File: config.mk
export PLATFORM = sky130hd
export DESIGN_NAME = key_debounce
export DESIGN_NICKNAME = d
export VERILOG_FILES = /design/src/rtl/board_pkg.sv /design/src/rtl/key_debounce.sv
export SDC_FILE = /design/constraint.sdc
export NUM_CORES = 1
export LEC_CHECK = 0
export BUFFER_PORTS_ARGS = -buffer_cell sky130_fd_sc_hd__buf_2
export CAP_MARGIN = 10
export CORE_MARGIN = 2
export CORE_UTILIZATION = 50
export DETAILED_ROUTE_END_ITERATION = 10
export PLACE_DENSITY = 0.76
export SETUP_SLACK_MARGIN = 0.1
export SKIP_LAST_GASP = 1
export SYNTH_ARGS = -nofsm -noshare
export SYNTH_HDL_FRONTEND = slang
export SYNTH_SLANG_ARGS = --single-unit
File: constraint.sdc
create_clock -name sys_clk -period 5.1 [get_ports sys_clk]
set_clock_uncertainty 0.1 [all_clocks]
set_input_delay 1.53 -clock sys_clk [delete_from_list [all_inputs] [get_ports sys_clk]]
set_output_delay 1.53 -clock sys_clk [all_outputs]
set_load 0.02 [all_outputs]
File: src/rtl/board_pkg.sv
// ==========================================================
// board package
// shared widths, glyph codes, I2C sequencer states and the
// fixed board timing constants
// ==========================================================
package board_pkg;

	// timing, in sys_clk cycles
	localparam int I2C_QUARTER     = 62;
	localparam int SCAN_CYCLES     = 256;
	localparam int DEBOUNCE_CYCLES = 2000;
	localparam int BEEP_CYCLES     = 20000;
	localparam int TONE_HALF       = 100;

	typedef logic [7:0]  sample_t;
	typedef logic [3:0]  glyph_t;
	typedef logic [31:0] glyph_row_t;
	// dp g f e d c b a, active low
	typedef logic [7:0]  seg_t;
	typedef logic [3:0]  key_t;

	typedef logic [$clog2(I2C_QUARTER)-1:0]     quarter_cnt_t;
	typedef logic [$clog2(SCAN_CYCLES)-1:0]     scan_cnt_t;
	typedef logic [$clog2(DEBOUNCE_CYCLES)-1:0] debounce_cnt_t;
	typedef logic [$clog2(BEEP_CYCLES+1)-1:0]   beep_cnt_t;
	typedef logic [$clog2(TONE_HALF)-1:0]       tone_cnt_t;

	localparam glyph_t GLYPH_BLANK = 4'd10;
	localparam glyph_t GLYPH_A     = 4'd11;

	// PCF8591 style converter, A2..A0 tied low
	localparam logic [6:0] ADC_DEV_ADDR  = 7'h48;
	// input channel 0, single ended, no auto increment
	localparam logic [7:0] ADC_CTRL_BYTE = 8'h00;

	typedef enum logic [3:0] {
		IDLE, START, ADDR_W, CTRL, RESTART, ADDR_R, READ, NACK, STOP
	} i2c_state_t;

endpackage

File: src/rtl/key_debounce.sv
`timescale 1ns/1ps
// ==========================================================
// key debouncer
// press pulses per key, LED toggles and held-key display
// ==========================================================
module key_debounce import board_pkg::*; (
	input  logic       sys_clk,
	input  logic       sys_rst_n,
	input  key_t       key_in,
	output logic [3:0] key_press,
	output logic [7:0] led
);

	key_t          sync1;
	key_t          sync2;
	key_t          stable;
	debounce_cnt_t cnt [4];
	logic [3:0]    led_tgl;

	always_ff @(posedge sys_clk or negedge sys_rst_n) begin
		if (!sys_rst_n) begin
			sync1 <= '1;
			sync2 <= '1;
		end else begin
			sync1 <= key_in;
			sync2 <= sync1;
		end
	end

	// counter runs only while the input disagrees with the debounced level
	always_ff @(posedge sys_clk or negedge sys_rst_n) begin
		if (!sys_rst_n) begin
			stable    <= '1;
			key_press <= 4'd0;
			led_tgl   <= 4'd0;
			for (int i = 0; i < 4; i++)
				cnt[i] <= '0;
		end else begin
			key_press <= 4'd0;
			for (int i = 0; i < 4; i++) begin
				if (sync2[i] == stable[i]) begin
					cnt[i] <= '0;
				end else if (cnt[i] == debounce_cnt_t'(DEBOUNCE_CYCLES - 1)) begin
					cnt[i]    <= '0;
					stable[i] <= sync2[i];
					// keys are active low
					if (!sync2[i]) begin
						key_press[i] <= 1'b1;
						led_tgl[i]   <= ~led_tgl[i];
					end
				end else begin
					cnt[i] <= cnt[i] + 1'b1;
				end
			end
		end
	end

	assign led = {~stable, led_tgl};

endmodule

==> flow_summary_export.csv <==
group,metric,value,unit
outcome,outcome,"finished clean",
sta,max_slew_margin,55.9,%
floorplanning,io_pins,18,
route,drt_pass1_iterations,4,
synth,ys_ff_latch,64,
route,vias_per_cell,5.60,
floorplanning,die-area,0.00656,mm^2
placed_design,port_buffers,17,
clocking,clk_path_buf_depth,2,
synth,syn_area,0.00296,mm^2
finish,fillers,508,
grt,grt_overflow_total,0,
clocking,clock-sinks,64,
route,drcViolationCount,0,
synth,synth-edff-count,0,
grt,grt_max_degree,35,
sta,setup_violations,0,
floorplanning,core_region_area,0.00582,mm^2
clocking,clkTransAtPathRegs,0.07,ns
clocking,clk_latency,0.34,ns
min_path,hp-class,"reg2reg",
finish,num_antenna_cells,0,
synth,synthesis.instances,278,
sta,drv_slew,0,
sta,finalHoldViolations,0,
critical_path,worstSetupEndpointType,"output pin",
sta,setup_ws,2.40,ns
clocking,cts_made_buffers,9,
route,drt_iter0_markers,112,
clocking,ctsResizeCount,0,
placed_design,hpwlAfterDp,3650,um
synth,ys_types,42,
clocking,cts_max_level,3,
finish,area_delta_synth_final,12.3,%
synth,synth_fp_nets,292,
critical_path,critical_path.max_fanout,2,
floorplanning,start_util,51.0,%
placed_design,gp_congestion,0.810,
grt,grt_pass1_wl,9380,um
finish,final_common_cell,"dfrtp_1",
route,routedWlPerCell,13.7,um
sta,fin_crit_sh,52.9,%
grt,grt_pass1_vias,2077,
floorplanning,rows,28,
grt,track_usage,18.8,%
synth,dominantRegCellSynth,"dfrtp_1",
floorplanning,die_y,81.0,um
finish,nets,316,
critical_path,required,3.47,ns
route,num_vias,2140,
pwr,power.density,297,mW/mm^2
synth,avgSynthCellArea,10.7,um^2
sta,fmaxAchievable,370,MHz
synth,async_flop_share,100,%
floorplanning,die_w,81.0,um
flow_run,drv_cap,0,
route,totalWireLength,5240,um
placed_design,place_ws,2.43,ns
synth,ys_seq_area_share,54.5,%
critical_path,crit_type,"reg2out",
clocking,cts_setup_buffers,0,
clocking,root_buffer,"clkbuf_8",
synth,synth_area_leaders,"dfrtp_1 44%, dfstp_2 11%, a21oi_1 4.1%",
pwr,power,990,uW
route,ant_nets,0,
finish,mostFrequentLayoutCells,"52 x dfrtp_1, 24 x a21oi_1, 20 x inv_1",
sta,tns,0,ns
synth,yosysTopAreaCellShare,43.9,%
synth,yosysTopAreaCell,"dfrtp_1",
critical_path,critPathLaunchType,"register",
pwr,irDropWorstVdd,0.000243,V
pwr,power_leakage,0.00142,uW
grt,grt_antenna_before_repair,0,
critical_path,critPathArrivalTime,1.07,ns
synth,ys_warn_count,0,
clocking,hold_buffers,0,
sta,worstMarginPinSlew,0.662,ns
clocking,cts_tree,"yes",
sta,min_period,2.70,ns
finish,drive_gt1_share,17.9,%
sta,rsz0062_at_grt,"false",
==> worst max-delay path, stage by stage, from the launching register on <==
cell	delay, ns
dfstp_2	0.53
inv_1	0.05
buf_2	0.15
==> per-layer routing <==
layer / global-route usage (%) / wire length, um
met1: 23.8 / 2420
met2: 30.0 / 2530
met3: 7.56 / 221
met4: 5.59 / 67
met5: 0 / 0
==> power breakdown <==
part | leakage [uW] | switching [uW] | internal [uW] | total [uW]
Clock | 0.0000979 | 193 | 230 | 423
Combinational | 0.000476 | 24.6 | 12.4 | 37.0
Sequential | 0.000842 | 8.69 | 521 | 530
==> path summary, 6_finish.rpt <==
kind                                       startpoint               endpoint  slack [ns]  cells after the start
min in group asynchronous                   sys_rst_n      cnt[19]$_DFF_PN0_        1.11                      1
worst max-delay path            stable[0]$_DFFE_PN1P_                 led[4]        2.40                      2
max in group asynchronous                   sys_rst_n  stable[0]$_DFFE_PN1P_        2.89                      2
worst max register to register      cnt[11]$_DFF_PN0_      cnt[19]$_DFF_PN0_        3.16                      4
worst min-delay path               sync1[0]$_DFF_PN1_     sync2[0]$_DFF_PN1_        0.25                      0
worst min register to register     sync1[0]$_DFF_PN1_     sync2[0]$_DFF_PN1_        0.25                      0
==> Yosys cell counts, types with 2 or more instances <==
cell type	n
nand3_1	14
ha_1	8
nor4b_1	2
a21oi_1	24
a31oi_1	3
nor4_1	3
xor2_1	7
o21ai_0	17
o31ai_1	7
inv_1	20
dfrtp_1	52
nand2b_1	3
nand2_1	11
nand4_1	10
dfstp_2	12
or3_1	14
or4_1	10
nor2_1	19
buf_2	4
and2_1	2
xnor2_1	7
mux2i_1	4
and3_1	3
nor2b_1	4
==> sequential cells by signal (all words and copies together), names as in the netlist <==
signal     flops
cnt           44
key_press      4
led_tgl        4
stable         4
sync1          4
sync2          4
==> stage by stage <==
stage               util, %  instance area (um^2)  std cells  hold WS (ns)
floorplan                 -                  2960        278         0.245
global placement       53.8                  3130        366         0.247
detailed placement     53.8                  3130        366         0.248
CTS                    57.3                  3330        382         0.248
global route           57.3                  3330        382         0.252
finish                 57.3                  3330        382         0.249
==> cells by family after synthesis <==
logic type      count (synthesis)  synth area share [%]
fa+ha+maj                       8                  3.38
mux                             4                  1.35
compound gates                 58                  12.1
flops                          64                  54.5
buf+inv                        25                  3.33
simple gates                  105                  21.1
xor+xnor                       14                  4.14
==> area by class of cell <==
type                       count  area, um^2  area share [%]
inverter                      20        75.1            2.25
tap                           75        93.8            2.82
clock inverter                 3        23.8           0.714
timing repair buffer          18        92.6            2.78
multi-input combinational    189        1250            37.5
sequential                    64        1620            48.6
clock buffer                  13         179            5.37
No activity file was read; power rests on OpenSTA's default activity.
