**config.mk**
```make
export PLATFORM = sky130hd
export DESIGN_NAME = seg_scan
export DESIGN_NICKNAME = d
export VERILOG_FILES = /design/src/rtl/board_pkg.sv /design/src/rtl/seg_scan.sv
export SDC_FILE = /design/constraint.sdc
export NUM_CORES = 1
export LEC_CHECK = 0
export BUFFER_PORTS_ARGS = -buffer_cell sky130_fd_sc_hd__buf_4
export CAP_MARGIN = 20
export CORE_MARGIN = 5
export CORE_UTILIZATION = 30
export DETAILED_ROUTE_END_ITERATION = 6
export GPL_TIMING_DRIVEN = 1
export PLACE_DENSITY = 0.53
export SLEW_MARGIN = 30
export SYNTH_ARGS = -nofsm -noshare
export SYNTH_HDL_FRONTEND = slang
export SYNTH_SLANG_ARGS = --single-unit
```
**constraint.sdc**
```tcl
create_clock -name sys_clk -period 3.7 [get_ports sys_clk]
set_clock_uncertainty 0.05 [all_clocks]
set_input_delay 0.185 -clock sys_clk [delete_from_list [all_inputs] [get_ports sys_clk]]
set_output_delay 0.185 -clock sys_clk [all_outputs]
set_load 0.02 [all_outputs]
```
**src/rtl/board_pkg.sv**
```systemverilog
// ==========================================================
// board package
// shared widths, glyph codes, I2C sequencer states and the
// fixed board timing constants
// ==========================================================
package board_pkg;

	// timing, in sys_clk cycles
	localparam int I2C_QUARTER     = 62;
	localparam int SCAN_CYCLES     = 256;
	localparam int DEBOUNCE_CYCLES = 2000;
	localparam int BEEP_CYCLES     = 20000;
	localparam int TONE_HALF       = 100;

	typedef logic [7:0]  sample_t;
	typedef logic [3:0]  glyph_t;
	typedef logic [31:0] glyph_row_t;
	// dp g f e d c b a, active low
	typedef logic [7:0]  seg_t;
	typedef logic [3:0]  key_t;

	typedef logic [$clog2(I2C_QUARTER)-1:0]     quarter_cnt_t;
	typedef logic [$clog2(SCAN_CYCLES)-1:0]     scan_cnt_t;
	typedef logic [$clog2(DEBOUNCE_CYCLES)-1:0] debounce_cnt_t;
	typedef logic [$clog2(BEEP_CYCLES+1)-1:0]   beep_cnt_t;
	typedef logic [$clog2(TONE_HALF)-1:0]       tone_cnt_t;

	localparam glyph_t GLYPH_BLANK = 4'd10;
	localparam glyph_t GLYPH_A     = 4'd11;

	// PCF8591 style converter, A2..A0 tied low
	localparam logic [6:0] ADC_DEV_ADDR  = 7'h48;
	// input channel 0, single ended, no auto increment
	localparam logic [7:0] ADC_CTRL_BYTE = 8'h00;

	typedef enum logic [3:0] {
		IDLE, START, ADDR_W, CTRL, RESTART, ADDR_R, READ, NACK, STOP
	} i2c_state_t;

endpackage

```
**src/rtl/seg_scan.sv**
```systemverilog
`timescale 1ns/1ps
// ==========================================================
// seven segment scanner
// cycles through eight digits, decodes the lit glyph
// ==========================================================
module seg_scan import board_pkg::*; (
	input  logic       sys_clk,
	input  logic       sys_rst_n,
	input  glyph_row_t glyphs,
	output seg_t       seg_number,
	output logic [7:0] seg_choice
);

	scan_cnt_t  dwell;
	logic [2:0] digit;
	glyph_t     cur;

	// active low, dp kept off
	function automatic seg_t glyph_to_seg(glyph_t g);
		case (g)
			4'd0:    return 8'hc0;
			4'd1:    return 8'hf9;
			4'd2:    return 8'ha4;
			4'd3:    return 8'hb0;
			4'd4:    return 8'h99;
			4'd5:    return 8'h92;
			4'd6:    return 8'h82;
			4'd7:    return 8'hf8;
			4'd8:    return 8'h80;
			4'd9:    return 8'h90;
			GLYPH_A: return 8'h88;
			default: return 8'hff;
		endcase
	endfunction

	assign cur = glyphs[{digit, 2'b00} +: 4];

	always_ff @(posedge sys_clk or negedge sys_rst_n) begin
		if (!sys_rst_n) begin
			dwell <= '0;
			digit <= 3'd0;
		end else if (dwell == scan_cnt_t'(SCAN_CYCLES - 1)) begin
			dwell <= '0;
			digit <= digit + 3'd1;
		end else begin
			dwell <= dwell + 1'b1;
		end
	end

	always_ff @(posedge sys_clk or negedge sys_rst_n) begin
		if (!sys_rst_n) begin
			seg_number <= 8'hff;
			seg_choice <= 8'hfe;
		end else begin
			seg_number <= glyph_to_seg(cur);
			seg_choice <= ~(8'd1 << digit);
		end
	end

endmodule

```
==> impl_results.md <==
* Worst-Skew Late Latency at 0.26 ns
* Slowest stage delay, CP at 0.71 ns
* Post-layout util at 0.402
* Grt ovf at 0
* Commonest non-fill, non-tap cell in the layout: buf_4
* Max Cap Violations at 0
* Final Power at 0.000563 W
* Worst path slowest cell: dfrtp_1
* Most frequent cells in the layout: buf_4, dfstp_2, ha_1
* GPL Wtd Cong at 0.805
* Setup tns final at 0 ns
* Vias at 1007
* Clk sinks at 26
* R2R Path Start: digit[0]
* RR Endpoint: seg_number[0]
* Flop pwr share at 0.530
* HP Class: primary input to asynchronous set/reset pin
* Synth Net Count at 160
* Final Cycle Share at 0.718
* Die area at 6250 µm²
* Chip width at 79.1 µm
* Top Layer Used: met4
* Int Power at 0.000438 W
* Synthesized area per cell at 12.7 µm²
* Clk pwr share at 0.319
* Status: finished, final reports clean
* Net Sw Frac at 0.222
* R2r setup slk at 1.04 ns
* Post-Syn Instances at 113
* Detailed-placement wirelength estimate at 2500 µm
* Root Driver: clkbuf_8
* Wire per inst at 14.1 µm
* First-pass iteration count of the detailed router at 4
* Synth unique cells at 30
* Hold Slack at 0.304 ns
* CP startpoint kind: flip-flop
* Worst EP required at 3.82 ns
* # fillers at 477
* CTS buffer count at 3
* Crit path buffers/inverters at 1
* Routed WL at 3020 µm
* Fmax at 376 MHz
* Area delta synth->final at 31.8%
* Worst Path Arrival at 2.78 ns
* Headroom to the max-slew limit at 0.619
* First-pass GRT wire length at 5250 µm
* Core Area at 4690 µm²
* Row count at 25
* # DRC at 0
* Drt initial violations at 46
* NetSw at 0.000125 W
* Initial antenna violation count at 0
* FF-to-FF path depth at 6
* Post-route ant nets at 0
* Initial Utilization at 0.305
* Final #Nets at 209
* Clk buf depth at 2
* GRT Total Usage at 0.105
* Share of cells above drive strength 1 at 0.491
* Unrepaired setup endpoints after global routing: no
* Pwr dens at 299 nW/µm²
* Synth warn at 0
* Final setup violation count at 0
* Max Slew Vio Count at 0
* H-Tree Depth at 1
* Setup Crit Path Kind: flip-flop to flip-flop
* Met2 WL post-DR at 1490 µm
* Die Y at 79.1 µm
* Final setup margin at 1.04 ns
* Crit-path max FO at 11
* PortBufs at 48
* Via-per-instance ratio at 4.68
* Antenna cell count at 0
* Minimum clock period at 2.66 ns
* Worst slew pin tran at 0.572 ns
* CTS tree: built
* Routed wl met3 at 262 µm
* Wl on met1 at 1250 µm
* Max VDD drop at 131 µV
* Final hold violations at 0
* Post-CTS setup buffer count at 0
* Largest net degree at the start of global routing at 27
* Logic pwr share at 0.152
* Clock-pin slew on the worst setup and hold paths at 0.09 ns
* CP top delay family: multiplexers
* Seq cells post-synth at 26
* Cells along the critical path: mux4_2 -> mux2i_1 -> inv_1 -> ha_1 -> nor3_1 -> a21oi_1
* Critical Path Sink Type: flip-flop
* Leakage power at 0.891 nW
* Number of global-route vias before repair at 1188
* Synthesized area at 1430 µm²
* DP Worst Slack at 1.03 ns
* I/O pins at 50
* Seq/Total Area, Yosys at 0.467
worst max-delay path by stage:
stage	start	endpoint	slack, ns	cells after the start
6_report	digit[0]	seg_number[0]	1.04	6
5_1_grt	digit[0]	seg_number[0]	0.76	6
4_1_cts	digit[0]	seg_number[0]	1.02	6
3_5_place_dp	digit[0]	seg_number[0]	1.03	6
3_3_place_gp	digit[0]	seg_number[0]	1.15	6
2_1_floorplan	digit[0]	seg_number[0]	1.50	7
per-stage QoR:
stage	instance area, µm²	std cells
floorplan	1430	113
global placement	1820	210
detailed placement	1820	210
CTS	1890	215
global route	1890	215
finish	1890	215
what timing repair did:
action / 4_1_cts / 5_1_grt
endpoints found under the setup margin: 0 / 0
gates resized for setup: 0 / 0
hold buffers: 1 / 0
endpoints found under the hold margin: 12 / 0
power by group through the flow:
stage                     clock, W  sequential, W  combinational [W]
after floorplan                  0       0.000314          0.0000296
after global placement           0       0.000304          0.0000837
after detailed placement         0       0.000304          0.0000863
after CTS                 0.000185       0.000299          0.0000873
after global routing      0.000199       0.000299          0.0000940
final                     0.000179       0.000298          0.0000856
state kept, by name, indices dropped and copies added, names as in the netlist:
name,cells
digit,3
dwell,8
seg_choice,8
seg_number,7
synth_stat cells, drive strengths merged:
master	count	share of area
o21ai	2	0.0070
xor2	2	0.012
mux2	3	0.026
nor2b	1	0.0044
inv	11	0.029
nor3	1	0.0035
and3	1	0.0044
and2	2	0.0087
xnor2	4	0.024
ha	13	0.11
nand3	2	0.0070
conb	1	0.0026
nand2	9	0.024
o2111ai	1	0.0061
dfrtp	12	0.21
a21oi	4	0.014
clkbuf	2	0.0052
dfstp	14	0.26
nor2	6	0.016
mux2i	8	0.059
mux4	8	0.13
a22oi	2	0.014
o41ai	1	0.0061
buf	3	0.021
per-layer routing:
metal  global-route usage  up-vias
li1                     -      476
met1                0.128      477
met2                0.183       52
met3               0.0215        2
met4               0.0395        0
met5                    0        -
final cells by class:
class | instances | area, µm² | share of cell area
Multi-Input combinational cell | 71 | 684 | 0.363
Sequential cell | 26 | 668 | 0.354
Timing Repair Buffer | 49 | 370 | 0.196
Tap cell | 54 | 67.6 | 0.0358
Clock buffer | 4 | 55.1 | 0.0292
Inverter | 11 | 41.3 | 0.0219
logic make-up (layout without fill, tap and decap cells):
| logic type | Yosys count | after routing | share of synthesized area |
|---|---|---|---|
| buf+inv | 16 | 64 | 0.0551 |
| other cells | 1 | 1 | 0.00262 |
| flops | 26 | 26 | 0.467 |
| compound gates | 10 | 10 | 0.0472 |
| fa+ha+maj | 13 | 13 | 0.114 |
| xor+xnor | 6 | 6 | 0.0367 |
| simple gates | 22 | 22 | 0.0673 |
| mux | 19 | 19 | 0.211 |
Power figures use the tool's default switching activity.
