## src/rtl/board_pkg.sv

```systemverilog
// ==========================================================
// board package
// shared widths, glyph codes, I2C sequencer states and the
// fixed board timing constants
// ==========================================================
package board_pkg;

	// timing, in sys_clk cycles
	localparam int I2C_QUARTER     = 62;
	localparam int SCAN_CYCLES     = 256;
	localparam int DEBOUNCE_CYCLES = 2000;
	localparam int BEEP_CYCLES     = 20000;
	localparam int TONE_HALF       = 100;

	typedef logic [7:0]  sample_t;
	typedef logic [3:0]  glyph_t;
	typedef logic [31:0] glyph_row_t;
	// dp g f e d c b a, active low
	typedef logic [7:0]  seg_t;
	typedef logic [3:0]  key_t;

	typedef logic [$clog2(I2C_QUARTER)-1:0]     quarter_cnt_t;
	typedef logic [$clog2(SCAN_CYCLES)-1:0]     scan_cnt_t;
	typedef logic [$clog2(DEBOUNCE_CYCLES)-1:0] debounce_cnt_t;
	typedef logic [$clog2(BEEP_CYCLES+1)-1:0]   beep_cnt_t;
	typedef logic [$clog2(TONE_HALF)-1:0]       tone_cnt_t;

	localparam glyph_t GLYPH_BLANK = 4'd10;
	localparam glyph_t GLYPH_A     = 4'd11;

	// PCF8591 style converter, A2..A0 tied low
	localparam logic [6:0] ADC_DEV_ADDR  = 7'h48;
	// input channel 0, single ended, no auto increment
	localparam logic [7:0] ADC_CTRL_BYTE = 8'h00;

	typedef enum logic [3:0] {
		IDLE, START, ADDR_W, CTRL, RESTART, ADDR_R, READ, NACK, STOP
	} i2c_state_t;

endpackage

```

## src/rtl/adc_display_format.sv

```systemverilog
`timescale 1ns/1ps
// ==========================================================
// sample to display row
// channel letter on the left, decimal value on the right
// with leading zeros blanked
// ==========================================================
module adc_display_format import board_pkg::*; (
	input  logic       sys_clk,
	input  logic       sys_rst_n,
	input  sample_t    sample,
	input  logic       sample_vld,
	output glyph_row_t glyphs
);

	glyph_t hund;
	glyph_t tens;
	glyph_t ones;
	glyph_t hund_g;
	glyph_t tens_g;

	always_comb begin
		hund   = glyph_t'(sample / 8'd100);
		tens   = glyph_t'((sample / 8'd10) % 8'd10);
		ones   = glyph_t'(sample % 8'd10);
		// leading zero suppression
		hund_g = (sample < 8'd100) ? GLYPH_BLANK : hund;
		tens_g = (sample < 8'd10) ? GLYPH_BLANK : tens;
	end

	always_ff @(posedge sys_clk or negedge sys_rst_n) begin
		if (!sys_rst_n) begin
			glyphs <= {GLYPH_A, {7{GLYPH_BLANK}}};
		end else if (sample_vld) begin
			glyphs <= {GLYPH_A, {4{GLYPH_BLANK}}, hund_g, tens_g, ones};
		end
	end

endmodule

```

## config.mk

```make
export PLATFORM = sky130hd
export DESIGN_NAME = adc_display_format
export DESIGN_NICKNAME = d
export VERILOG_FILES = /design/src/rtl/board_pkg.sv /design/src/rtl/adc_display_format.sv
export SDC_FILE = /design/constraint.sdc
export NUM_CORES = 1
export LEC_CHECK = 0
export BUFFER_PORTS_ARGS = -buffer_cell sky130_fd_sc_hd__buf_2
export CORE_ASPECT_RATIO = 0.9
export CORE_MARGIN = 2
export CORE_UTILIZATION = 46
export CTS_BUF_LIST = sky130_fd_sc_hd__clkbuf_8
export CTS_CLUSTER_DIAMETER = 30
export DETAILED_ROUTE_END_ITERATION = 8
export PLACE_DENSITY = 0.7
export SYNTH_ARGS = -nofsm -noshare
export SYNTH_HDL_FRONTEND = slang
export SYNTH_SLANG_ARGS = --single-unit
```

## constraint.sdc

```tcl
create_clock -name sys_clk -period 0.86 [get_ports sys_clk]
set_input_delay 0.172 -clock sys_clk [delete_from_list [all_inputs] [get_ports sys_clk]]
set_output_delay 0.172 -clock sys_clk [all_outputs]
set_load 0.02 [all_outputs]
```

==> results.sh <==
export IMPL_status="finished, violations left"
export IMPL_violations="negative setup slack"
export IMPL_firstDrtPassIters=5
export IMPL_hold_viol_final=0
export IMPL_fp_dieH_um=59.8
export IMPL_worst_setup_path_type="in -> reg"
export IMPL_critPathMostFrequentCell="nand2_1"
export IMPL_path_clk_slew_ns=0.05
export IMPL_critPathCaptureType="register"
export IMPL_dp_hpwl_um=3540
export IMPL_ys_flop_type="dfstp_2"
export IMPL_vias=2236
export IMPL_grt_overflow=0
export IMPL_layout_cells_non_filler=357
export IMPL_yosys_top_cells_area="dfstp_2, buf_4, dfrtp_1"
export IMPL_pwr_share_comb=0.669
export IMPL_syn_area_um2=1590
export IMPL_cp_slowest_cell="or3_4"
export IMPL_cp_required_ns=1.01
export IMPL_cts_max_level=1
export IMPL_wl_um=8110
export IMPL_holdWs_ns=0.197
export IMPL_core_area_um2=3350
export IMPL_power_share_clock=0.136
export IMPL_worstPathArrival_ns=3.34
export IMPL_cts_tree="built"
export IMPL_remaining_drc_errors=0
export IMPL_cts_made_buffers=3
export IMPL_critical_path_cell_chain="buf_6, buf_4, and2b_1, o32a_1, nand2_1, o21ai_1, nand2_1, ha_2, inv_2, nor2_1, inv_1, a2111oi_4, a31oi_2, xnor2_2, ha_4, or3_4, a211oi_4"
export IMPL_ios=43
export IMPL_reg2reg_slack_ns=-0.18
export IMPL_syn_instance_count=195
export IMPL_clock_sinks=11
export IMPL_cts_buffer_depth=2
export IMPL_internal_power_mw=2.27
export IMPL_period_share=3.71
export IMPL_tns_ns=-17.16
export IMPL_synth_top_cell_by_area="dfstp_2"
export IMPL_p_sw_frac=0.415
export IMPL_ant_nets=0
export IMPL_drv_cap=0
export IMPL_synth_cell_types=66
export IMPL_yosysTopAreaCellShare=0.0991
export IMPL_die_area_um2=3940
export IMPL_netSwitchingPower_mw=1.60
export IMPL_dp_cells=319
export IMPL_chipWidth_um=66.0
export IMPL_finalPower_mw=3.87
export IMPL_area_growth_pct=81.9
export IMPL_synth_edf_count=0
export IMPL_dp_slack_ns=-2.32
export IMPL_slew_violations=0
export IMPL_power_density_nw_per_um2=1340
export IMPL_layout_nets=331
export IMPL_fin_ws_ns=-2.33
export IMPL_io_buffer_count=21
export IMPL_reg_largest_list="glyphs: 11 flops"
export IMPL_vdd_drop_max_v=0.00117
export IMPL_skew_ns=0
export IMPL_fmax_mhz=313
export IMPL_vias_per_cell=6.26
export IMPL_drive_gt1_frac=0.597
export IMPL_antenna_cells=0
export IMPL_ys_warn_count=0
export IMPL_path_max_fanout=5
export IMPL_hp_class="in -> reg"
export IMPL_num_rows=20
export IMPL_p_leak_nw=1.31
export IMPL_num_fill_cells=150
export IMPL_clock_latency_ns=0.24
export IMPL_initial_utilization=0.474
export IMPL_syn_avg_cell_area_um2=8.16
export IMPL_gp_congestion=0.863
export IMPL_setup_viol=21
export IMPL_cp_start_kind="input pin"
export IMPL_ys_ff_latch=11
export IMPL_initialDrtViolationCount=286
export IMPL_antenna_found_initial=0
export IMPL_avgRoutedWirePerCell_um=22.7
export IMPL_root_buffer="clkbuf_8"
export IMPL_rsz0062_at_grt="yes"
export IMPL_largest_reg_flops=11
export IMPL_max_stage_delay_ns=0.36
export IMPL_track_usage=0.349
export IMPL_min_period_ns=3.19
export IMPL_regMostFlops="glyphs"
export IMPL_grt_pass1_vias=1971
export IMPL_pwr_share_seq=0.195
export IMPL_async_reset_ff_frac=1.00
export IMPL_grt_max_degree=13
export IMPL_ys_seq_area_frac=0.178
export IMPL_grt_pass1_wl_um=10400
## per-stage QoR
step	instance area, µm²	util
4_1_cts	2660	0.793
3_3_place_gp	2190	0.654
2_1_floorplan	1740	-
5_1_grt	2890	0.863
3_5_place_dp	2190	0.654
6_report	2890	0.863
## logic make-up (layout without fill, tap and decap cells)
kind of cell | after synthesis | count (layout) | share of synthesized area
simple gates | 65 | 65 | 0.222
compound gates | 63 | 63 | 0.348
buf+inv | 40 | 139 | 0.153
flops | 11 | 11 | 0.178
fa+ha+maj | 6 | 6 | 0.0472
xor+xnor | 5 | 5 | 0.0275
mux | 3 | 3 | 0.0205
other cells | 2 | 21 | 0.00472
## cells in the final DEF, fill, tap and decap left out, types with 3 or more instances in the layout
cell type and count:
a21oi_1 6, a21oi_2 3, buf_2 5, a31oi_1 3, nand2_1 9, o32a_1 3, buf_4 84, or2_2 4
dfrtp_1 5, o21ai_1 5, o21ai_0 5, nand2b_1 5, conb_1 21, a211oi_4 3, inv_1 7, dfstp_2 6
nor3_1 6, buf_6 28, ha_4 4, a211oi_1 3, buf_8 4, xnor2_1 4, clkbuf_8 3, nor2_1 15
## final timing paths
check	cells past startpoint	to	start
max	17	glyphs[7]	sample[4]
min	2	glyphs[0]	sample[0]
max reg2reg	3	glyphs[7]	glyphs[7]
min reg2reg	2	glyphs[9]	glyphs[9]
max in group asynchronous	2	glyphs[3]	sys_rst_n
min in group asynchronous	2	glyphs[8]	sys_rst_n
## layer usage
metal	wire length (µm)	part of all wire	track usage	vias to the layer above
li1	-	-	-	916
met1	2950	0.36	0.459	1064
met2	3730	0.46	0.589	189
met3	828	0.10	0.0678	67
met4	603	0.074	0.0962	0
met5	0	0	0	-
## cell usage after synthesis (2+ instances only)
cell,number
o2111ai_1,2
dfrtp_1,5
a21oi_1,9
ha_1,6
and2_1,2
and2b_1,2
buf_4,21
nand4_1,2
mux2_2,2
inv_2,2
a311oi_1,2
o21ai_0,10
a31oi_1,5
o211ai_1,2
nor2_1,16
nand3_1,2
nor2b_1,2
a211oi_4,2
inv_1,9
or2_2,4
nor3_2,2
nand2b_1,6
xnor2_1,5
nor3_1,6
dfstp_2,6
conb_1,2
nand2_1,10
a211oi_1,4
or3_1,3
buf_2,5
nor4_1,2
o32a_1,3
## power by group through the flow
| stage | clock network [mW] | registers (mW) | logic, mW |
|---|---|---|---|
| 2_1_floorplan | 0 | 0.861 | 0.958 |
| 3_3_place_gp | 0 | 0.719 | 1.62 |
| 3_5_place_dp | 0 | 0.724 | 1.65 |
| 4_1_cts | 0.529 | 0.745 | 2.08 |
| 5_1_grt | 0.539 | 0.759 | 2.69 |
| 6_report | 0.526 | 0.755 | 2.59 |
## worst max-delay path, delay by kind of cell
kind | cells | cell delay, ns
adder cells (fa/ha/maj) | 2 | 0.40
AND/OR/NAND/NOR | 5 | 1.01
AO/OA/AOI/OAI | 5 | 1.19
XOR/XNOR | 1 | 0.19
buffers and inverters | 4 | 0.36
## what timing repair did
| action | in CTS | in global routing |
|---|---|---|
| buffers inserted | 20 | 14 |
| pin swaps | 32 | 15 |
| hold endpoints to repair | 5 | 0 |
| resized for setup | 71 | 30 |
| setup endpoints to repair | 21 | 21 |
| hold buffers | 1 | 0 |
## cell type report
class | instances | area [µm²] | share of cell area
clock inverter | 1 | 3.75 | 0.00130
inverter | 12 | 77.6 | 0.0268
multi-input combinational | 163 | 1370 | 0.474
tap | 44 | 55.1 | 0.0190
timing repair buffer | 123 | 1060 | 0.367
clock buffer | 3 | 41.3 | 0.0143
sequential | 11 | 283 | 0.0978
Power figures use the tool's default switching activity.
