--- src/rtl/board_pkg.sv ---
// ==========================================================
// board package
// shared widths, glyph codes, I2C sequencer states and the
// fixed board timing constants
// ==========================================================
package board_pkg;

	// timing, in sys_clk cycles
	localparam int I2C_QUARTER     = 62;
	localparam int SCAN_CYCLES     = 256;
	localparam int DEBOUNCE_CYCLES = 2000;
	localparam int BEEP_CYCLES     = 20000;
	localparam int TONE_HALF       = 100;

	typedef logic [7:0]  sample_t;
	typedef logic [3:0]  glyph_t;
	typedef logic [31:0] glyph_row_t;
	// dp g f e d c b a, active low
	typedef logic [7:0]  seg_t;
	typedef logic [3:0]  key_t;

	typedef logic [$clog2(I2C_QUARTER)-1:0]     quarter_cnt_t;
	typedef logic [$clog2(SCAN_CYCLES)-1:0]     scan_cnt_t;
	typedef logic [$clog2(DEBOUNCE_CYCLES)-1:0] debounce_cnt_t;
	typedef logic [$clog2(BEEP_CYCLES+1)-1:0]   beep_cnt_t;
	typedef logic [$clog2(TONE_HALF)-1:0]       tone_cnt_t;

	localparam glyph_t GLYPH_BLANK = 4'd10;
	localparam glyph_t GLYPH_A     = 4'd11;

	// PCF8591 style converter, A2..A0 tied low
	localparam logic [6:0] ADC_DEV_ADDR  = 7'h48;
	// input channel 0, single ended, no auto increment
	localparam logic [7:0] ADC_CTRL_BYTE = 8'h00;

	typedef enum logic [3:0] {
		IDLE, START, ADDR_W, CTRL, RESTART, ADDR_R, READ, NACK, STOP
	} i2c_state_t;

endpackage

--- src/rtl/buzzer.sv ---
`timescale 1ns/1ps
// ==========================================================
// buzzer
// fixed-length square wave beep, retriggered by key presses
// ==========================================================
module buzzer import board_pkg::*; (
	input  logic       sys_clk,
	input  logic       sys_rst_n,
	input  logic [3:0] key_press,
	output logic       bepeer
);

	beep_cnt_t dur;
	tone_cnt_t tone_cnt;

	always_ff @(posedge sys_clk or negedge sys_rst_n) begin
		if (!sys_rst_n) begin
			dur      <= '0;
			tone_cnt <= '0;
			bepeer   <= 1'b0;
		end else if (|key_press) begin
			dur      <= beep_cnt_t'(BEEP_CYCLES);
			tone_cnt <= '0;
		end else if (dur > beep_cnt_t'(1)) begin
			dur <= dur - 1'b1;
			if (tone_cnt == tone_cnt_t'(TONE_HALF - 1)) begin
				tone_cnt <= '0;
				bepeer   <= ~bepeer;
			end else begin
				tone_cnt <= tone_cnt + 1'b1;
			end
		end else begin
			// beep over, output rests low
			dur      <= '0;
			tone_cnt <= '0;
			bepeer   <= 1'b0;
		end
	end

endmodule

--- config.mk ---
export PLATFORM = sky130hd
export DESIGN_NAME = buzzer
export DESIGN_NICKNAME = d
export VERILOG_FILES = /design/src/rtl/board_pkg.sv /design/src/rtl/buzzer.sv
export SDC_FILE = /design/constraint.sdc
export NUM_CORES = 1
export LEC_CHECK = 0
export ABC_AREA = 1
export BUFFER_PORTS_ARGS = -buffer_cell sky130_fd_sc_hd__buf_2
export CORE_UTILIZATION = 40
export CTS_BUF_LIST = sky130_fd_sc_hd__clkbuf_4 sky130_fd_sc_hd__clkbuf_8
export DETAILED_ROUTE_END_ITERATION = 7
export MAX_ROUTING_LAYER = met4
export PLACE_DENSITY_LB_ADDON = 0.12
export SETUP_SLACK_MARGIN = 0.15
export SYNTH_ARGS = -nofsm -noshare
export SYNTH_HDL_FRONTEND = slang
export SYNTH_SLANG_ARGS = --single-unit
export TNS_END_PERCENT = 50
--- constraint.sdc ---
create_clock -name sys_clk -period 1.9 [get_ports sys_clk]
set_clock_uncertainty 0.15 [all_clocks]
set_input_delay 0.19 -clock sys_clk [delete_from_list [all_inputs] [get_ports sys_clk]]
set_output_delay 0.19 -clock sys_clk [all_outputs]
set_load 0.005 [all_outputs]
==> impl_metrics.py, run 1 <==
metrics = {
    "status": {
        "status": "complete, no violations",
    },
    "floorplan": {
        "num_rows": 19,
        "io_pins": 7,
        "die_x_um": 57.93,
        "core_mm2": 0.002853,
        "die_area_mm2": 0.003356,
        "die_h_um": 57.93,
        "initial_core_util_pct": 43.86,
    },
    "timing": {
        "fin_crit_sh_pct": 81.78,
        "totalNegativeSetupSlack_ns": 0,
        "min_period_ns": 1.554,
        "finalHoldViolations": 0,
        "fmax_mhz": 643.6,
        "setup_viol": 0,
        "rsz0062_at_grt": "false",
        "max-slew-margin-rel_pct": 66.41,
        "tightest_slew_ns": 0.5038,
        "maxSlewViolCount": 0,
    },
    "clock_network": {
        "clk_latency_ns": 0.31,
        "cts_root_buf": "clkbuf_4",
        "cts.sinks": 23,
        "cts_tree": "yes",
        "cts_buffers": 3,
        "h-tree-depth": 1,
        "cts.path.max_buffers": 2,
        "cts.clk_slew.worst_paths_ns": 0.13,
    },
    "logic_synthesis": {
        "syn_avg_cell_area_um2": 8.454,
        "synth-seq-cells": 23,
        "synth_cell_types": 20,
        "ys_warn_count": 0,
        "ys_seq_area_share_pct": 46.00,
        "netlist_instances": 148,
        "syn-num-nets": 157,
        "syn_area_mm2": 0.001251,
    },
    "grt": {
        "grt_max_degree": 24,
        "gr-usage-all-layers_pct": 16.25,
        "gr-total-overflow": 0,
        "grt_pass1_vias": 944,
        "grt_pass1_wl_mm": 3.953,
        "antenna_found_initial": 0,
    },
    "finish": {
        "layout_commonest_cell": "nor2_1",
        "final_cells": 191,
        "layout-drive-gt1-share_pct": 18.13,
        "fin_nets": 170,
        "area_growth_pct": 9.300,
        "layout_common_cells": "36 x nor2_1, 27 x nand2_1, 23 x dfrtp_1",
        "n_antenna_cell": 0,
        "fillers": 283,
    },
    "route": {
        "wl_mm": 2.198,
        "first_pass_iters": 4,
        "via_count": 912,
        "drc": 0,
        "wl_per_cell_um": 11.51,
        "dr.first_iter.drc_count": 28,
        "vias_per_cell": 4.775,
        "postRouteAntennaNets": 0,
    },
    "worst_setup_path": {
        "r2r_end": "dur[6]$_DFF_PN0_",
        "timing.rr.start": "dur[0]$_DFF_PN0_",
        "rrSetupSlack_ns": 0.35,
        "crit_type": "register to register",
        "critical_path_arrival_ns": 1.63,
        "worst-r2r-cell-count": 7,
        "crit_path_start_kind": "register",
        "required_ns": 1.97,
        "cp_max_fo": 5,
        "critPathCaptureType": "register",
    },
    "power_and_ir_drop": {
        "power_frac_seq_pct": 63.5,
        "combPwrFrac_pct": 7.4,
        "p_switching_w": 0.0001904,
        "ir_worst_vdd_mv": 0.4105,
        "intPower_w": 0.0005927,
        "p_clk_share_pct": 29.1,
        "switching_share_pct": 24.31,
        "pwr_density_cell_mw_per_mm2": 572.6,
        "p_leak_nw": 0.6257,
    },
    "hold_path": {
        "min_from": "key_press[0]",
        "hold_depth": 4,
        "min_to": "tone_cnt[2]$_DFF_PN0_",
        "hold_class": "input pin to register",
    },
    "place": {
        "gp_congestion": 0.8170,
        "dp_hpwl_mm": 1.659,
        "io_buffers": 6,
        "placedCellCount": 185,
    },
    "run": {
        "drv_cap": 0,
    },
}
-- flip-flops by register name, indices dropped and copies added, names as in the netlist --
register	count
bepeer	1
dur	15
tone_cnt	7
-- power by group through the flow --
stage	logic, W	registers [W]	clock network (W)
finish	0.0000576	0.000498	0.000228
global route	0.0000670	0.000499	0.000259
CTS	0.0000584	0.000498	0.000242
detailed placement	0.0000563	0.000507	0
global placement	0.0000560	0.000507	0
floorplan	0.0000349	0.000506	0
-- area by class of cell --
type                       instances  area, um^2  share of cell area [%]
clock buffer                       3       22.52                   1.647
clock inverter                     1       5.005                  0.3660
inverter                          11       46.29                   3.385
multi-input combinational        114       631.9                   46.20
sequential                        23       575.6                   42.09
tap                               31       38.79                   2.836
timing repair buffer               8       47.55                   3.477
-- metal layers --
metal	global-route usage [%]	vias up	part of all wire, %
li1	-	483	-
met1	19.34	411	46
met2	27.26	16	48
met3	4.688	2	5.1
met4	3.741	0	0.55
met5	-	-	0
-- repair_timing --
item,CTS,global route
buffers inserted,0,1
hold endpoints to repair,23,0
setup endpoints to repair,0,1
resized for setup,0,2
hold buffers,1,0
-- stage by stage --
step                utilization [%]  hold slack (ns)  cell area, um^2  setup slack, ns  total power, W
floorplan                         -          -0.2556             1251           0.4850       0.0005411
global placement              46.27          0.04535             1320           0.3080       0.0005628
detailed placement            46.27          0.04014             1320           0.3649       0.0005632
CTS                           47.59           0.1243             1358           0.3270       0.0007984
global route                  47.94           0.1571             1368           0.1916       0.0008245
finish                        47.94           0.1299             1368           0.3462       0.0007831
-- Yosys cell counts --
cell type   n  area, um^2
nor2_1     36       135.1
nand2_1    27       101.4
dfrtp_1    23       575.6
nand3_1    11       55.05
inv_1      10       37.54
xor2_1      7       61.31
xnor2_1     6       52.55
nand2_2     5       31.28
nor2_2      5       31.28
ha_1        3       37.54
o21ai_0     3       15.01
nand2_4     2       22.52
nand3b_1    2       15.01
nor2_4      2       22.52
a21o_1      1       7.510
inv_6       1       8.760
nand4_1     1       6.260
nor2_8      1       20.02
nor3_1      1       5.000
nor3_2      1       10.01
-- worst max-delay path, stage by stage, from the launching register on --
cell     delay, ns
dfrtp_1       0.42
inv_1         0.11
ha_2          0.21
nand2_2       0.12
nor2_4        0.17
buf_4         0.12
xnor2_1       0.10
nor2_1        0.06
-- cells by family (layout without fill, tap and decap cells) --
family / after synthesis / count (layout) / share of synthesized area [%]
adders and majority gates: 3 / 3 / 3.000
AOI/OAI and AO/OA: 4 / 4 / 1.800
xor gates and xnor gates: 13 / 13 / 9.100
buffers and inverters: 11 / 23 / 3.700
DFF: 23 / 23 / 46.00
and+or+nand+nor: 94 / 94 / 36.40
-- how the worst max path moves through the flow --
stage          cells after the start                end             start  slack (ns)
4_1_cts                            8  dur[14]$_DFF_PN0_  dur[0]$_DFF_PN0_        0.33
3_3_place_gp                       8  dur[14]$_DFF_PN0_  dur[0]$_DFF_PN0_        0.31
3_5_place_dp                       8   dur[2]$_DFF_PN0_  dur[3]$_DFF_PN0_        0.36
6_report                           7   dur[6]$_DFF_PN0_  dur[0]$_DFF_PN0_        0.35
5_1_grt                            8  dur[11]$_DFF_PN0_  dur[2]$_DFF_PN0_        0.19
2_1_floorplan                      6  dur[12]$_DFF_PN0_  dur[0]$_DFF_PN0_        0.49
Power figures use the tool's default switching activity.
==> run 2: changes to the inputs <==
ABC_AREA = 0   (was 1)
clock period = 1.4 ns   (was 1.9 ns; I/O delays follow)
==> run 2 against run 1 <==
  * Die area down 8.3%
  * Wire length increased by 5.2%
  * The flow now finishes with violations (setup timing)
  * Sequential power rose by 36%
  * Sequential share of layout area down 4.3 points
  * Area after synthesis is 8.6% lower
  * Clock power is 39% higher
  * Worst hold slack got worse by 0.12 ns
  * Power grew 40%
  * Via count up 4.9%
  * Largest cell class unchanged
  * Critical path depth is 1 lower
  * Global-route usage rose by 2.1 points
  * Utilization increased by 7.8 points
==> impl_metrics.py, run 2 <==
metrics = {
    "clock_network": {
        "cts_buffers": 3,
        "cts.sinks": 23,
        "h-tree-depth": 1,
        "cts_root_buf": "clkbuf_4",
        "hold_buffers": 1,
        "cts.path.max_buffers": 2,
        "cts.clk_slew.worst_paths_ns": 0.12,
        "cts_tree": "yes",
        "clk_latency_ns": 0.30,
    },
    "finish": {
        "top_register": "dur",
        "n_antenna_cell": 0,
        "top_regs": "dur x15, tone_cnt x7, bepeer x1",
        "final_cells": 186,
        "multi_input_area_um2": 580.6,
        "fin_util_pct": 55.74,
        "layout-drive-gt1-share_pct": 32.90,
        "layout_common_cells": "31 x buf_4, 23 x dfrtp_1, 18 x nor2_1",
        "layout_commonest_cell": "buf_4",
        "fillers": 246,
        "area_growth_pct": 33.26,
        "largest_reg_flops": 15,
        "fin_nets": 165,
        "regArea_um2": 575.6,
    },
    "place": {
        "placedCellCount": 179,
        "gp_congestion": 0.7689,
        "io_buffers": 6,
        "dp_hpwl_mm": 1.742,
    },
    "logic_synthesis": {
        "syn_avg_cell_area_um2": 10.21,
        "synthTopCellsByCount": "23 x dfrtp_1, 19 x nor2_1, 9 x xor2_1",
        "syn_area_mm2": 0.001144,
        "ys_warn_count": 0,
        "synth-seq-cells": 23,
        "async_flop_share_pct": 100.0,
        "synth.area.top_cells": "dfrtp_1 50%, xor2_1 6.9%, nor2_1 6.2%",
        "synth_edf_count": 0,
        "yosysMostFrequentCell": "dfrtp_1",
        "synth.largest_area_cell": "dfrtp_1",
        "ys_seq_area_share_pct": 50.33,
        "syn-num-nets": 121,
        "synth-main-ff-cell": "dfrtp_1",
        "synth_top_area_share_pct": 50.33,
        "netlist_instances": 112,
        "synth_cell_types": 31,
    },
    "route": {
        "first_pass_iters": 6,
        "drc": 0,
        "dr.first_iter.drc_count": 20,
        "postRouteAntennaNets": 0,
        "wl_mm": 2.312,
        "wl_per_cell_um": 12.43,
        "vias_per_cell": 5.145,
        "via_count": 957,
    },
    "grt": {
        "grt_pass1_vias": 968,
        "grt_pass1_wl_mm": 4.312,
        "gr-total-overflow": 0,
        "grt_max_degree": 24,
        "gr-usage-all-layers_pct": 18.30,
        "antenna_found_initial": 0,
    },
    "floorplan": {
        "die_h_um": 55.47,
        "io_pins": 7,
        "die_area_mm2": 0.003077,
        "initial_core_util_pct": 41.83,
        "num_rows": 19,
        "die_x_um": 55.47,
        "core_mm2": 0.002734,
    },
    "timing": {
        "fmax_mhz": 591.6,
        "finalHoldViolations": 0,
        "layout_setup_ws_ns": -0.2902,
        "max-slew-margin-rel_pct": 64.40,
        "maxSlewViolCount": 0,
        "min_period_ns": 1.690,
        "setup_viol": 23,
        "rsz0062_at_grt": "true",
        "tightest_slew_ns": 0.5340,
        "fin_crit_sh_pct": 120.7,
    },
    "worst_setup_path": {
        "crit_type": "register to register",
        "critical_path_arrival_ns": 1.74,
        "cp_max_fo": 6,
        "crit_path_start_kind": "register",
        "required_ns": 1.45,
        "critPathCaptureType": "register",
        "rrSetupSlack_ns": -0.29,
    },
    "power_and_ir_drop": {
        "pwr_density_cell_mw_per_mm2": 719.8,
        "ir_worst_vdd_mv": 0.5354,
        "p_leak_nw": 0.6586,
    },
    "hold_path": {
        "hold_class": "input pin to register",
    },
    "status": {
        "status": "finished, violations left",
        "violations": "setup timing",
    },
    "run": {
        "drv_cap": 0,
    },
}
==> run 2: logic make-up (layout without fill, tap and decap cells) <==
| group | count (synthesis) | after routing | share of synthesized area [%] |
|---|---|---|---|
| simple gates | 53 | 53 | 26.26 |
| flops | 23 | 23 | 50.33 |
| compound gates | 16 | 16 | 8.862 |
| xor+xnor | 13 | 13 | 9.956 |
| buf+inv | 4 | 47 | 1.313 |
| fa+ha+maj | 3 | 3 | 3.283 |
==> run 2: repair_timing <==
action,CTS,global route
setup endpoints to repair,23,23
hold endpoints to repair,24,1
resized for setup,7,3
pin swaps,2,3
setup buffers,2,0
==> run 2: cell type report <==
class / instances / area share, %
clock buffer: 4 / 1.970
multi-input combinational: 85 / 38.10
timing repair buffer: 39 / 18.64
tap: 31 / 2.545
sequential: 23 / 37.77
inverter: 4 / 0.9852
==> run 2: power by group <==
part	internal (W)	total (W)	switching, W	leakage [nW]
Clock	0.000130	0.000316	0.000186	0.0184
Combinational	0.0000480	0.000105	0.0000575	0.351
Sequential	0.000670	0.000675	0.00000528	0.289
==> run 2: path summary, 6_finish.rpt <==
| kind | endpoint | cells after the start | start |
|---|---|---|---|
| worst max-delay path | dur[8]$_DFF_PN0_ | 6 | dur[5]$_DFF_PN0_ |
| worst min-delay path | dur[13]$_DFF_PN0_ | 3 | key_press[2] |
| worst max register to register | dur[8]$_DFF_PN0_ | 6 | dur[5]$_DFF_PN0_ |
| worst min register to register | dur[0]$_DFF_PN0_ | 1 | dur[0]$_DFF_PN0_ |
| max in group asynchronous | dur[7]$_DFF_PN0_ | 2 | sys_rst_n |
| min in group asynchronous | dur[1]$_DFF_PN0_ | 2 | sys_rst_n |
==> run 2: per-layer routing <==
| metal | share of wire (%) | vias to the layer above | wire [um] | global-route usage, % |
|---|---|---|---|---|
| met2 | 48 | 9 | 1108 | 27.37 |
| met1 | 49 | 467 | 1130 | 25.42 |
| met4 | 0.87 | 0 | 20 | 6.429 |
| met5 | 0 | - | 0 | - |
| met3 | 2.2 | 2 | 52 | 2.810 |
| li1 | - | 479 | - | - |
==> run 2: critical path, cell delays in order, from the launching register on <==
cell and delay (ns):
dfrtp_1 0.43, nor4_4 0.35, nand4_1 0.13, buf_4 0.18, o21ai_2 0.16, buf_6 0.15
nor2_1 0.05
==> run 2: through the flow <==
| step | worst slack (ns) | hold slack (ns) | TNS, ns | cell area [um^2] | total power, W |
|---|---|---|---|---|---|
| finish | -0.2902 | 0.006959 | -6.042 | 1524 | 0.001097 |
| detailed placement | -0.3395 | 0.0009172 | -6.885 | 1438 | 0.0007884 |
| CTS | -0.2904 | -0.01293 | -5.794 | 1515 | 0.001124 |
| global route | -0.3630 | -0.02089 | -7.742 | 1524 | 0.001163 |
| floorplan | -0.3671 | -0.3056 | -7.880 | 1144 | 0.0007269 |
| global placement | -0.3020 | -0.004714 | -6.214 | 1438 | 0.0007863 |
==> run 3: changes to the inputs <==
CORE_UTILIZATION = 46   (was 40)
==> run 3 against run 2 <==
  * The run ends with hold timing, setup timing left
  * Wire length is 11% higher
  * Flip-flop and latch count did not move
  * Combinational power hardly changed
  * Utilization up 12 points
  * Non-clock buffer count unchanged
  * Critical path type unchanged
==> impl_metrics.py, run 3 (synthesis results as in run 2) <==
metrics = {
    "status": {
        "status": "finished, violations left",
        "violations": "hold timing, setup timing",
    },
    "clock_network": {
        "hold_buffers": 1,
        "cts_buffers": 3,
        "cts_tree": "yes",
        "cts.clk_slew.worst_paths_ns": 0.13,
        "cts.path.max_buffers": 2,
        "clk_latency_ns": 0.31,
        "h-tree-depth": 1,
        "cts.sinks": 23,
        "cts_root_buf": "clkbuf_4",
    },
    "power_and_ir_drop": {
        "switching_share_pct": 25.06,
        "pwr_density_cell_mw_per_mm2": 716.9,
        "ir_worst_vdd_mv": 0.6103,
        "power_frac_seq_pct": 61.4,
        "fin_total_pwr_w": 0.001101,
        "intPower_w": 0.0008248,
        "p_clk_share_pct": 28.8,
        "combPwrFrac_pct": 9.8,
        "p_switching_w": 0.0002758,
        "p_leak_nw": 0.6631,
    },
    "timing": {
        "max-slew-margin-rel_pct": 65.19,
        "setup_viol": 23,
        "fmax_mhz": 580.0,
        "finalHoldViolations": 1,
        "rsz0062_at_grt": "true",
        "fin_crit_sh_pct": 123.1,
        "min_period_ns": 1.724,
        "layout_setup_ws_ns": -0.3241,
        "maxSlewViolCount": 0,
        "whs_ns": -0.02818,
        "tightest_slew_ns": 0.5221,
        "totalNegativeSetupSlack_ns": -6.679,
    },
    "route": {
        "dr.first_iter.drc_count": 21,
        "via_count": 960,
        "dr_wl_met3_um": 40,
        "wl_met2_mm": 1.413,
        "highest_layer": "met4",
        "wl_per_cell_um": 14.08,
        "met1Wirelength_mm": 1.105,
        "postRouteAntennaNets": 0,
        "drc": 0,
        "wl_mm": 2.576,
        "vias_per_cell": 5.246,
        "first_pass_iters": 4,
    },
    "finish": {
        "top_regs": "dur x15, tone_cnt x7, bepeer x1",
        "layout_common_cells": "31 x buf_4, 23 x dfrtp_1, 18 x nor2_1",
        "final_cells": 183,
        "layout-drive-gt1-share_pct": 34.19,
        "n_antenna_cell": 0,
        "largest_reg_flops": 15,
        "fillers": 181,
        "top_register": "dur",
        "fin_nets": 165,
        "layout_commonest_cell": "buf_4",
        "area_growth_pct": 34.24,
    },
    "worst_setup_path": {
        "timing.rr.start": "dur[5]$_DFF_PN0_",
        "worst-r2r-cell-count": 6,
        "rrSetupSlack_ns": -0.32,
        "critical_path_arrival_ns": 1.80,
        "crit_path_start_kind": "register",
        "required_ns": 1.47,
        "r2r_end": "dur[12]$_DFF_PN0_",
        "crit_type": "register to register",
        "cp_max_fo": 6,
        "critPathCaptureType": "register",
    },
    "floorplan": {
        "die_x_um": 51.86,
        "initial_core_util_pct": 50.25,
        "num_rows": 17,
        "die_h_um": 51.86,
        "die_area_mm2": 0.002689,
        "io_pins": 7,
        "core_mm2": 0.002276,
    },
    "hold_path": {
        "hold_depth": 3,
        "hold_class": "input pin to register",
        "min_from": "key_press[3]",
        "min_to": "dur[13]$_DFF_PN0_",
    },
    "grt": {
        "grt_max_degree": 24,
        "gr-usage-all-layers_pct": 23.18,
        "grt_pass1_vias": 1028,
        "grt_pass1_wl_mm": 4.388,
        "gr-total-overflow": 0,
        "antenna_found_initial": 0,
    },
    "place": {
        "io_buffers": 6,
        "gp_congestion": 0.8061,
        "placedCellCount": 174,
        "preCtsSetupSlack_ns": -0.4051,
        "dp_hpwl_mm": 1.900,
    },
    "run": {
        "drv_cap": 0,
    },
}
-- run 3: layout make-up --
type / count / area, um^2 / share of cell area [%]
Clock inverter: 1 / 5.005 / 0.3260
Clock buffer: 3 / 22.52 / 1.467
Sequential cell: 23 / 575.6 / 37.49
Inverter: 4 / 15.01 / 0.9780
Tap cell: 28 / 35.03 / 2.282
Timing Repair Buffer: 39 / 284.0 / 18.50
Multi-Input combinational cell: 85 / 598.1 / 38.96
-- run 3: stage by stage --
stage	cell area (um^2)	util [%]
finish	1535	67.45
global route	1535	67.45
CTS	1508	66.25
detailed placement	1419	62.34
global placement	1419	62.34
floorplan	1144	-
-- run 3: what timing repair did --
action | in CTS | in global routing
setup buffers | 3 | 1
setup endpoints to repair | 23 | 23
resized for setup | 5 | 10
endpoints found under the hold margin | 24 | 1
pin swaps | 4 | 5
-- run 3: power groups by stage --
stage / clock, W / sequential, W / combinational [W]
after CTS: 0.000323 / 0.000676 / 0.000105
final: 0.000317 / 0.000676 / 0.000108
after global routing: 0.000361 / 0.000677 / 0.000120
after floorplan: 0 / 0.000688 / 0.0000388
after global placement: 0 / 0.000688 / 0.0000937
after detailed placement: 0 / 0.000688 / 0.0000966
-- run 3: how the worst max path moves through the flow --
| stage | from | end | slack [ns] |
|---|---|---|---|
| 6_report | dur[5]$_DFF_PN0_ | dur[12]$_DFF_PN0_ | -0.32 |
| 5_1_grt | dur[5]$_DFF_PN0_ | tone_cnt[2]$_DFF_PN0_ | -0.42 |
| 4_1_cts | dur[4]$_DFF_PN0_ | dur[12]$_DFF_PN0_ | -0.32 |
| 3_5_place_dp | dur[5]$_DFF_PN0_ | bepeer$_DFFE_PN0P_ | -0.41 |
| 3_3_place_gp | dur[5]$_DFF_PN0_ | tone_cnt[2]$_DFF_PN0_ | -0.30 |
| 2_1_floorplan | dur[5]$_DFF_PN0_ | dur[12]$_DFF_PN0_ | -0.37 |
-- run 3: worst max-delay path, cell delays in order, from the launching register on --
cell,delay [ns]
dfrtp_1,0.44
nor4_4,0.37
nand4_1,0.13
buf_4,0.19
o21ai_4,0.15
buf_6,0.14
nor2_1,0.05
-- run 3: layer usage --
| metal | GRT usage (%) | vias up |
|---|---|---|
| li1 | - | 479 |
| met1 | 24.91 | 467 |
| met2 | 43.16 | 12 |
| met3 | 2.924 | 2 |
| met4 | 8.108 | 0 |
| met5 | - | - |
